### src/common/backend_pkg.sv
package backend_pkg;

    localparam int WORD_W = 16;
    localparam int REG_N  = 4;
    localparam int IMM_W  = 8;

    typedef logic [WORD_W-1:0]        word_t;
    typedef logic [$clog2(REG_N)-1:0] reg_idx_t;

    typedef enum logic [3:0] {
        ADD, SUB, AND, ORR, NOT, TCP, SHL, SHR,
        LHI, ADI, LWD, SWD, WWD, HLT
    } op_t;

    // Decoded instruction as handed over by the front end
    typedef struct packed {
        logic             valid;
        op_t              op;
        reg_idx_t         rs;
        reg_idx_t         rt;
        reg_idx_t         rd;
        logic [IMM_W-1:0] imm;
    } issue_t;

    typedef struct packed {
        word_t    alu_result; // ALU value or effective address
        word_t    r_data1;    // Forwarded rs
        word_t    r_data2;    // Forwarded rt, store data
        reg_idx_t rd;
        logic     mem_read;
        logic     mem_write;
        logic     reg_write;
        logic     mem_to_reg;
        logic     is_wwd;
        logic     is_done;
    } ex_mem_t;

    typedef struct packed {
        word_t    wb_data;
        word_t    wwd_data;
        reg_idx_t rd;
        logic     reg_write;
        logic     is_wwd;
        logic     is_done;
    } mem_wb_t;

endpackage

### src/hw/reg_file.sv
module reg_file
    import backend_pkg::*;
(
    input  logic     clk,
    input  logic     reset_n,
    input  reg_idx_t rs,
    input  reg_idx_t rt,
    output word_t    rs_data,
    output word_t    rt_data,
    input  logic     wr_en,
    input  reg_idx_t wr_idx,
    input  word_t    wr_data
);

    word_t regs [REG_N];

    always_ff @(posedge clk) begin
        if (reset_n) begin
            for (int i = 0; i < REG_N; i++) begin
                regs[i] <= '0;
            end
        end else if (wr_en) begin
            regs[wr_idx] <= wr_data;
        end
    end

    // Write-first: a read of the register being written sees the new value
    always_comb begin
        rs_data = (wr_en && wr_idx == rs) ? wr_data : regs[rs];
        rt_data = (wr_en && wr_idx == rt) ? wr_data : regs[rt];
    end

endmodule

### src/hw/exec_unit.sv
module exec_unit
    import backend_pkg::*;
(
    input  issue_t   issue,
    input  word_t    rs_data,
    input  word_t    rt_data,
    input  logic     fwd_en,
    input  reg_idx_t fwd_idx,
    input  word_t    fwd_data,
    output ex_mem_t  ex_next
);

    word_t op_a;
    word_t op_b;
    word_t imm_sext;
    word_t imm_hi;
    word_t result;

    // Memory-stage result overrides a stale register read
    assign op_a = (fwd_en && fwd_idx == issue.rs) ? fwd_data : rs_data;
    assign op_b = (fwd_en && fwd_idx == issue.rt) ? fwd_data : rt_data;

    assign imm_sext = {{(WORD_W - IMM_W){issue.imm[IMM_W-1]}}, issue.imm};
    assign imm_hi   = {issue.imm, {(WORD_W - IMM_W){1'b0}}};

    always_comb begin
        case (issue.op)
            ADD:     result = op_a + op_b;
            SUB:     result = op_a - op_b;
            AND:     result = op_a & op_b;
            ORR:     result = op_a | op_b;
            NOT:     result = ~op_a;
            TCP:     result = ~op_a + 1'b1;
            SHL:     result = {op_a[WORD_W-2:0], 1'b0};
            SHR:     result = {op_a[WORD_W-1], op_a[WORD_W-1:1]}; // Arithmetic
            LHI:     result = imm_hi;
            ADI:     result = op_a + imm_sext;
            LWD,
            SWD:     result = op_a + imm_sext; // Effective address, wraps
            default: result = op_a;
        endcase
    end

    always_comb begin
        ex_next            = '0;
        ex_next.alu_result = result;
        ex_next.r_data1    = op_a;
        ex_next.r_data2    = op_b;
        ex_next.rd         = issue.rd;

        case (issue.op)
            ADD, SUB, AND, ORR, NOT, TCP, SHL, SHR, LHI, ADI: begin
                ex_next.reg_write = 1'b1;
            end
            LWD: begin
                ex_next.mem_read   = 1'b1;
                ex_next.mem_to_reg = 1'b1;
                ex_next.reg_write  = 1'b1;
            end
            SWD: begin
                ex_next.mem_write = 1'b1;
            end
            WWD: begin
                ex_next.is_wwd = 1'b1;
            end
            HLT: begin
                ex_next.is_done = 1'b1;
            end
            default: begin
                ex_next.reg_write = 1'b0; // Unused encodings do nothing
            end
        endcase
    end

endmodule

### src/hw/pipe_reg.sv
module pipe_reg #(
    parameter type payload_t = logic
) (
    input  logic     clk,
    input  logic     reset_n,
    input  logic     flush,
    input  logic     in_valid,
    input  payload_t in_data,
    output logic     out_valid,
    output payload_t out_data
);

    // Only the valid bit is control state
    always_ff @(posedge clk) begin
        if (reset_n) begin
            out_valid <= 1'b0;
        end else begin
            out_valid <= in_valid & ~flush; // Flush leaves a bubble
        end
    end

    always_ff @(posedge clk) begin
        out_data <= in_data;
    end

endmodule

### src/hw/data_mem.sv
module data_mem
    import backend_pkg::*;
#(
    parameter int ADDR_W = 8
) (
    input  logic              clk,
    input  logic [ADDR_W-1:0] addr,
    input  logic              wr_en,
    input  word_t             wr_data,
    output word_t             rd_data
);

    localparam int DEPTH = 2 ** ADDR_W;

    word_t mem [DEPTH];

    always_ff @(posedge clk) begin
        if (wr_en) begin
            mem[addr] <= wr_data;
        end
    end

    // Asynchronous read, a load sees the word in the same cycle
    assign rd_data = mem[addr];

endmodule

### src/hw/cpu_backend.sv
module cpu_backend
    import backend_pkg::*;
#(
    parameter int ADDR_W = 8
) (
    input  logic   clk,
    input  logic   reset_n,
    input  issue_t issue,
    input  logic   flush,
    output logic   wwd_valid,
    output word_t  wwd_data,
    output logic   done
);

    word_t   rs_data;
    word_t   rt_data;
    ex_mem_t ex_next;
    ex_mem_t ex_q;
    logic    ex_valid;
    word_t   mem_rd_data;
    word_t   mem_result;
    mem_wb_t wb_next;
    mem_wb_t wb_q;
    logic    wb_valid;

    reg_file u_reg_file (
        .clk     (clk),
        .reset_n (reset_n),
        .rs      (issue.rs),
        .rt      (issue.rt),
        .rs_data (rs_data),
        .rt_data (rt_data),
        .wr_en   (wb_valid & wb_q.reg_write),
        .wr_idx  (wb_q.rd),
        .wr_data (wb_q.wb_data)
    );

    exec_unit u_exec_unit (
        .issue    (issue),
        .rs_data  (rs_data),
        .rt_data  (rt_data),
        .fwd_en   (ex_valid & ex_q.reg_write), // Bubbles never forward
        .fwd_idx  (ex_q.rd),
        .fwd_data (mem_result),
        .ex_next  (ex_next)
    );

    pipe_reg #(.payload_t(ex_mem_t)) u_ex_mem (
        .clk       (clk),
        .reset_n   (reset_n),
        .flush     (flush),
        .in_valid  (issue.valid),
        .in_data   (ex_next),
        .out_valid (ex_valid),
        .out_data  (ex_q)
    );

    data_mem #(.ADDR_W(ADDR_W)) u_data_mem (
        .clk     (clk),
        .addr    (ex_q.alu_result[ADDR_W-1:0]),
        .wr_en   (ex_valid & ex_q.mem_write),
        .wr_data (ex_q.r_data2),
        .rd_data (mem_rd_data)
    );

    assign mem_result = ex_q.mem_to_reg ? mem_rd_data : ex_q.alu_result;

    always_comb begin
        wb_next.wb_data   = mem_result;
        wb_next.wwd_data  = ex_q.r_data1;
        wb_next.rd        = ex_q.rd;
        wb_next.reg_write = ex_q.reg_write;
        wb_next.is_wwd    = ex_q.is_wwd;
        wb_next.is_done   = ex_q.is_done;
    end

    pipe_reg #(.payload_t(mem_wb_t)) u_mem_wb (
        .clk       (clk),
        .reset_n   (reset_n),
        .flush     (1'b0),
        .in_valid  (ex_valid),
        .in_data   (wb_next),
        .out_valid (wb_valid),
        .out_data  (wb_q)
    );

    assign wwd_valid = wb_valid & wb_q.is_wwd;
    assign wwd_data  = wb_q.wwd_data;
    assign done      = wb_valid & wb_q.is_done;

endmodule

### config.mk
export PLATFORM = sky130hd
export DESIGN_NAME = cpu_backend
export DESIGN_NICKNAME = d
export VERILOG_FILES = /design/src/common/backend_pkg.sv /design/src/hw/reg_file.sv /design/src/hw/exec_unit.sv /design/src/hw/pipe_reg.sv /design/src/hw/data_mem.sv /design/src/hw/cpu_backend.sv
export SDC_FILE = /design/constraint.sdc
export NUM_CORES = 2
export LEC_CHECK = 0
export BUFFER_PORTS_ARGS = -buffer_cell sky130_fd_sc_hd__buf_2
export CORE_MARGIN = 1
export CORE_UTILIZATION = 57
export CTS_CLUSTER_SIZE = 24
export DETAILED_ROUTE_END_ITERATION = 8
export PLACE_DENSITY_LB_ADDON = 0.08
export SYNTH_ARGS = -nofsm -noshare
export SYNTH_HDL_FRONTEND = slang
export SYNTH_MEMORY_MAX_BITS = 65536
export SYNTH_SLANG_ARGS = --single-unit
export TNS_END_PERCENT = 20
### constraint.sdc
create_clock -name clk -period 6.2 [get_ports clk]
set_input_delay 0 -clock clk [delete_from_list [all_inputs] [get_ports clk]]
set_output_delay 0 -clock clk [all_outputs]
set_load 0.02 [all_outputs]
==> metrics <==
library cells used by synthesis=105; clock root cell=clkbuf_16; Worst slew margin=-4.56%; register area=127,000 um2; Clock Path Buffers=4; Worst path slowest cell=a221oi_1; antenna-violating nets left=0; critical path startpoint category=register; hold_sp=issue[16]; chip width=543 um; dpl ws=-1.09 ns; cell count of the worst hold path=7; most instantiated library cell after synthesis=edfxtp_1; vias in the first global route=90.7k; ys async rst share=0%; pwr dens=356 nW/um2; Post-DP Area=181,000 um2; failing checks=slew limit, setup timing; I/O Buffers=39; Commonest cells post-synth=edfxtp_1 (4,160), mux4_2 (874), mux2i_1 (465); clock latency on the worst-skew pair=1.01 ns; clock slew at reported path FFs=0.07 ns; status=finished, violations left; Worst Setup End Kind=register; Slew Viols, Final=60; setup ws final=-0.592 ns; DR vias/cell=just under 7; period utilization=110%; warnings from Yosys=0; cell area after synthesis=167,000 um2; Synth Instances=8,162; Net Sw Power=19.1 mW; fin crit period=6.79 ns; fmax=147 MHz; first-pass GRT wire length=759 mm; Mapped Nets=8,202; Worst R2R Path Depth=26; sequential element share of the synthesized area=76.1%; area of the multi-input gates=38,000 um2; post-route clock skew=0.0580 ns; Worst EP arrival=7.65 ns; Peak VDD IR=0.352 mV; drt first pass iters=8; H-tree levels=5; Seq pwr share=46.3%; Avg WL per Cell=between 40 and 50 um; initial DRC count=14.9k; synthesized area per cell=20.4 um2; Final HPWL DP=374 mm; Critical Path RT=7.06 ns; P_int=between 50 and 60 mW; Fillers=19.0k; final instance area=197,000 um2; R2R Path End=u_ex_mem.out_data[55]; DRT Wirelength=between 500 and 600 mm; Top Ports=40; setup violators final=11; leak pwr=65.2 nW; total grt overflow=0; initial antenna violation count=29; Slew @ Worst Pin=1.57 ns; Synth Flop Type=edfxtp_1; Final Net Count=9,605; R2R Setup Slk=-0.59 ns; Top delay family on crit path=compound AO/OA/AOI/OAI gates; Max-Cap Viols=0; DR vias=95.3k; row cnt=198; power share of the combinational group=17.9%; endpoints failing hold=0; GRT Total Usage=38.2%; Layout Cells excl Fill=13.8k; crit path buf inv count=5; share of the synthesized area in the top cell type=74.9%; leading post-synthesis cells by cell area=edfxtp_1 (75%), mux4_2 (12%), mux2i_1 (2.8%); largest net degree at the start of global routing=about 210; core area=291,000 um2; Setup CP Type=register to register; total CTS buffers=421; Hold Path Class=input port to register; hold path endpoint=u_ex_mem.out_data[53]; Final GP Congestion=approximately 1.0; CTS tree=yes; clock share of power=between 30% and 40%; Clock Sink Count=4,254; Area Overhead vs Synth=18.4%; post-synthesis register bit count=4,254; dpl cells=between 10k and 15k; Sw Share=27.2%; Reg-to-Reg Start=u_ex_mem.out_data[40]; detailed-route DRC error count=0; RSZ-0062 raised after global routing=yes; Worst path max stage delay=0.79 ns; Post-synth EDFFs=4,160; area leader, netlist=edfxtp_1; Crit Path Max Fanout=11; DIE AREA=about 300,000 um2; layout cell share with drive strength beyond 1=33.0%; initial core utilization=57.3%; die height=543 um
==> worst max path at each step <==
stage / start / to / slack (ns) / cells after the start
2_1_floorplan: u_ex_mem.out_data[41] / u_ex_mem.out_data[55] / 0.37 / 28
3_3_place_gp: u_ex_mem.out_data[41] / u_ex_mem.out_data[55] / -1.35 / 28
3_5_place_dp: u_ex_mem.out_data[41] / u_ex_mem.out_data[50] / -1.09 / 27
4_1_cts: u_ex_mem.out_data[40] / u_ex_mem.out_data[50] / -0.41 / 28
5_1_grt: u_ex_mem.out_data[40] / u_ex_mem.out_data[55] / -0.59 / 29
6_report: u_ex_mem.out_data[40] / u_ex_mem.out_data[55] / -0.59 / 26
==> metrics by stage <==
step	total power [mW]	util, %	hold WS [ns]	TNS (ns)
finish	70.2	67.8	0.0651	-4.05
global route	71.4	67.8	0.107	-4.01
detailed placement	44.7	62.3	0.105	-8.43
CTS	69.5	67.3	0.00575	-2.45
floorplan	38.5	-	0.0277	0
global placement	44.6	62.3	0.108	-9.90
==> sequential cells by signal, indices dropped and copies added, names as in the netlist <==
signal	flops
u_data_mem.mem	4096
u_ex_mem.out_valid	1
u_reg_file.regs	64
u_mem_wb.out_valid	1
u_mem_wb.out_data	37
u_ex_mem.out_data	55
==> final cells by class <==
cell class,count,area share [%]
Sequential cell,4254,64.3
Multi-Input combinational cell,3346,19.3
Timing Repair Buffer,1497,7.04
Clock buffer,520,5.59
Tap cell,3900,2.47
Clock inverter,261,1.21
Inverter,45,0.0894
Antenna cell,21,0.0266
==> worst min-delay path: cells and delay by family <==
kind	cells	cell delay (ns)
buffers and inverters	2	0.39
AOI/OAI and AO/OA	3	0.28
and+or+nand+nor	2	0.31
==> logic make-up after synthesis <==
family	count (synthesis)	share of synthesized area (%)
AO/OA/AOI/OAI	873	3.78
XOR/XNOR	33	0.173
adder cells (fa/ha/maj)	23	0.170
buffers and inverters	562	1.92
flip-flops	4254	76.1
multiplexers	1362	14.8
AND/OR/NAND/NOR	1055	3.10
==> cells in the final DEF, fill, tap and decap left out, types with 40 or more instances in the layout <==
cell | netlist | routed
dfxtp_1 | 94 | 70
clkbuf_16 | 0 | 434
nand2_1 | 176 | 171
mux4_2 | 874 | 875
nor2_1 | 380 | 251
edfxtp_1 | 4160 | 4160
clkbuf_1 | 186 | 93
a31oi_1 | 53 | 44
a22oi_1 | 314 | 303
buf_12 | 7 | 160
a22o_1 | 41 | 40
clkinv_2 | 0 | 81
nor2_2 | 0 | 126
a21oi_1 | 146 | 133
nand3_1 | 173 | 170
mux2i_1 | 465 | 462
and2_1 | 76 | 75
clkinv_1 | 1 | 108
nand4_1 | 62 | 62
buf_4 | 56 | 1203
==> repair_timing <==
item | CTS | global route
cloned | 3 | 8
resized for setup | 85 | 160
pin swaps | 20 | 74
endpoints found under the setup margin | 11 | 12
hold buffers | 33 | 0
endpoints found under the hold margin | 122 | 0
setup buffers | 24 | 72
==> power groups by stage <==
stage	Sequential [mW]	Combinational [mW]	Clock [mW]
finish	32.5	12.6	25.1
global route	32.5	12.6	26.2
CTS	32.5	11.8	25.2
detailed placement	33.1	11.6	0
global placement	33.1	11.5	0
floorplan	33.3	5.12	0
==> per-layer routing <==
metal	up-vias	GRT usage [%]	share of wire (%)
met2	6869	56.6	45
met3	1344	10.2	12
met1	50100	51.2	36
met4	18	22.8	7.2
li1	36900	-	-
met5	-	0	0.037
(Power assumes the default switching activity.)
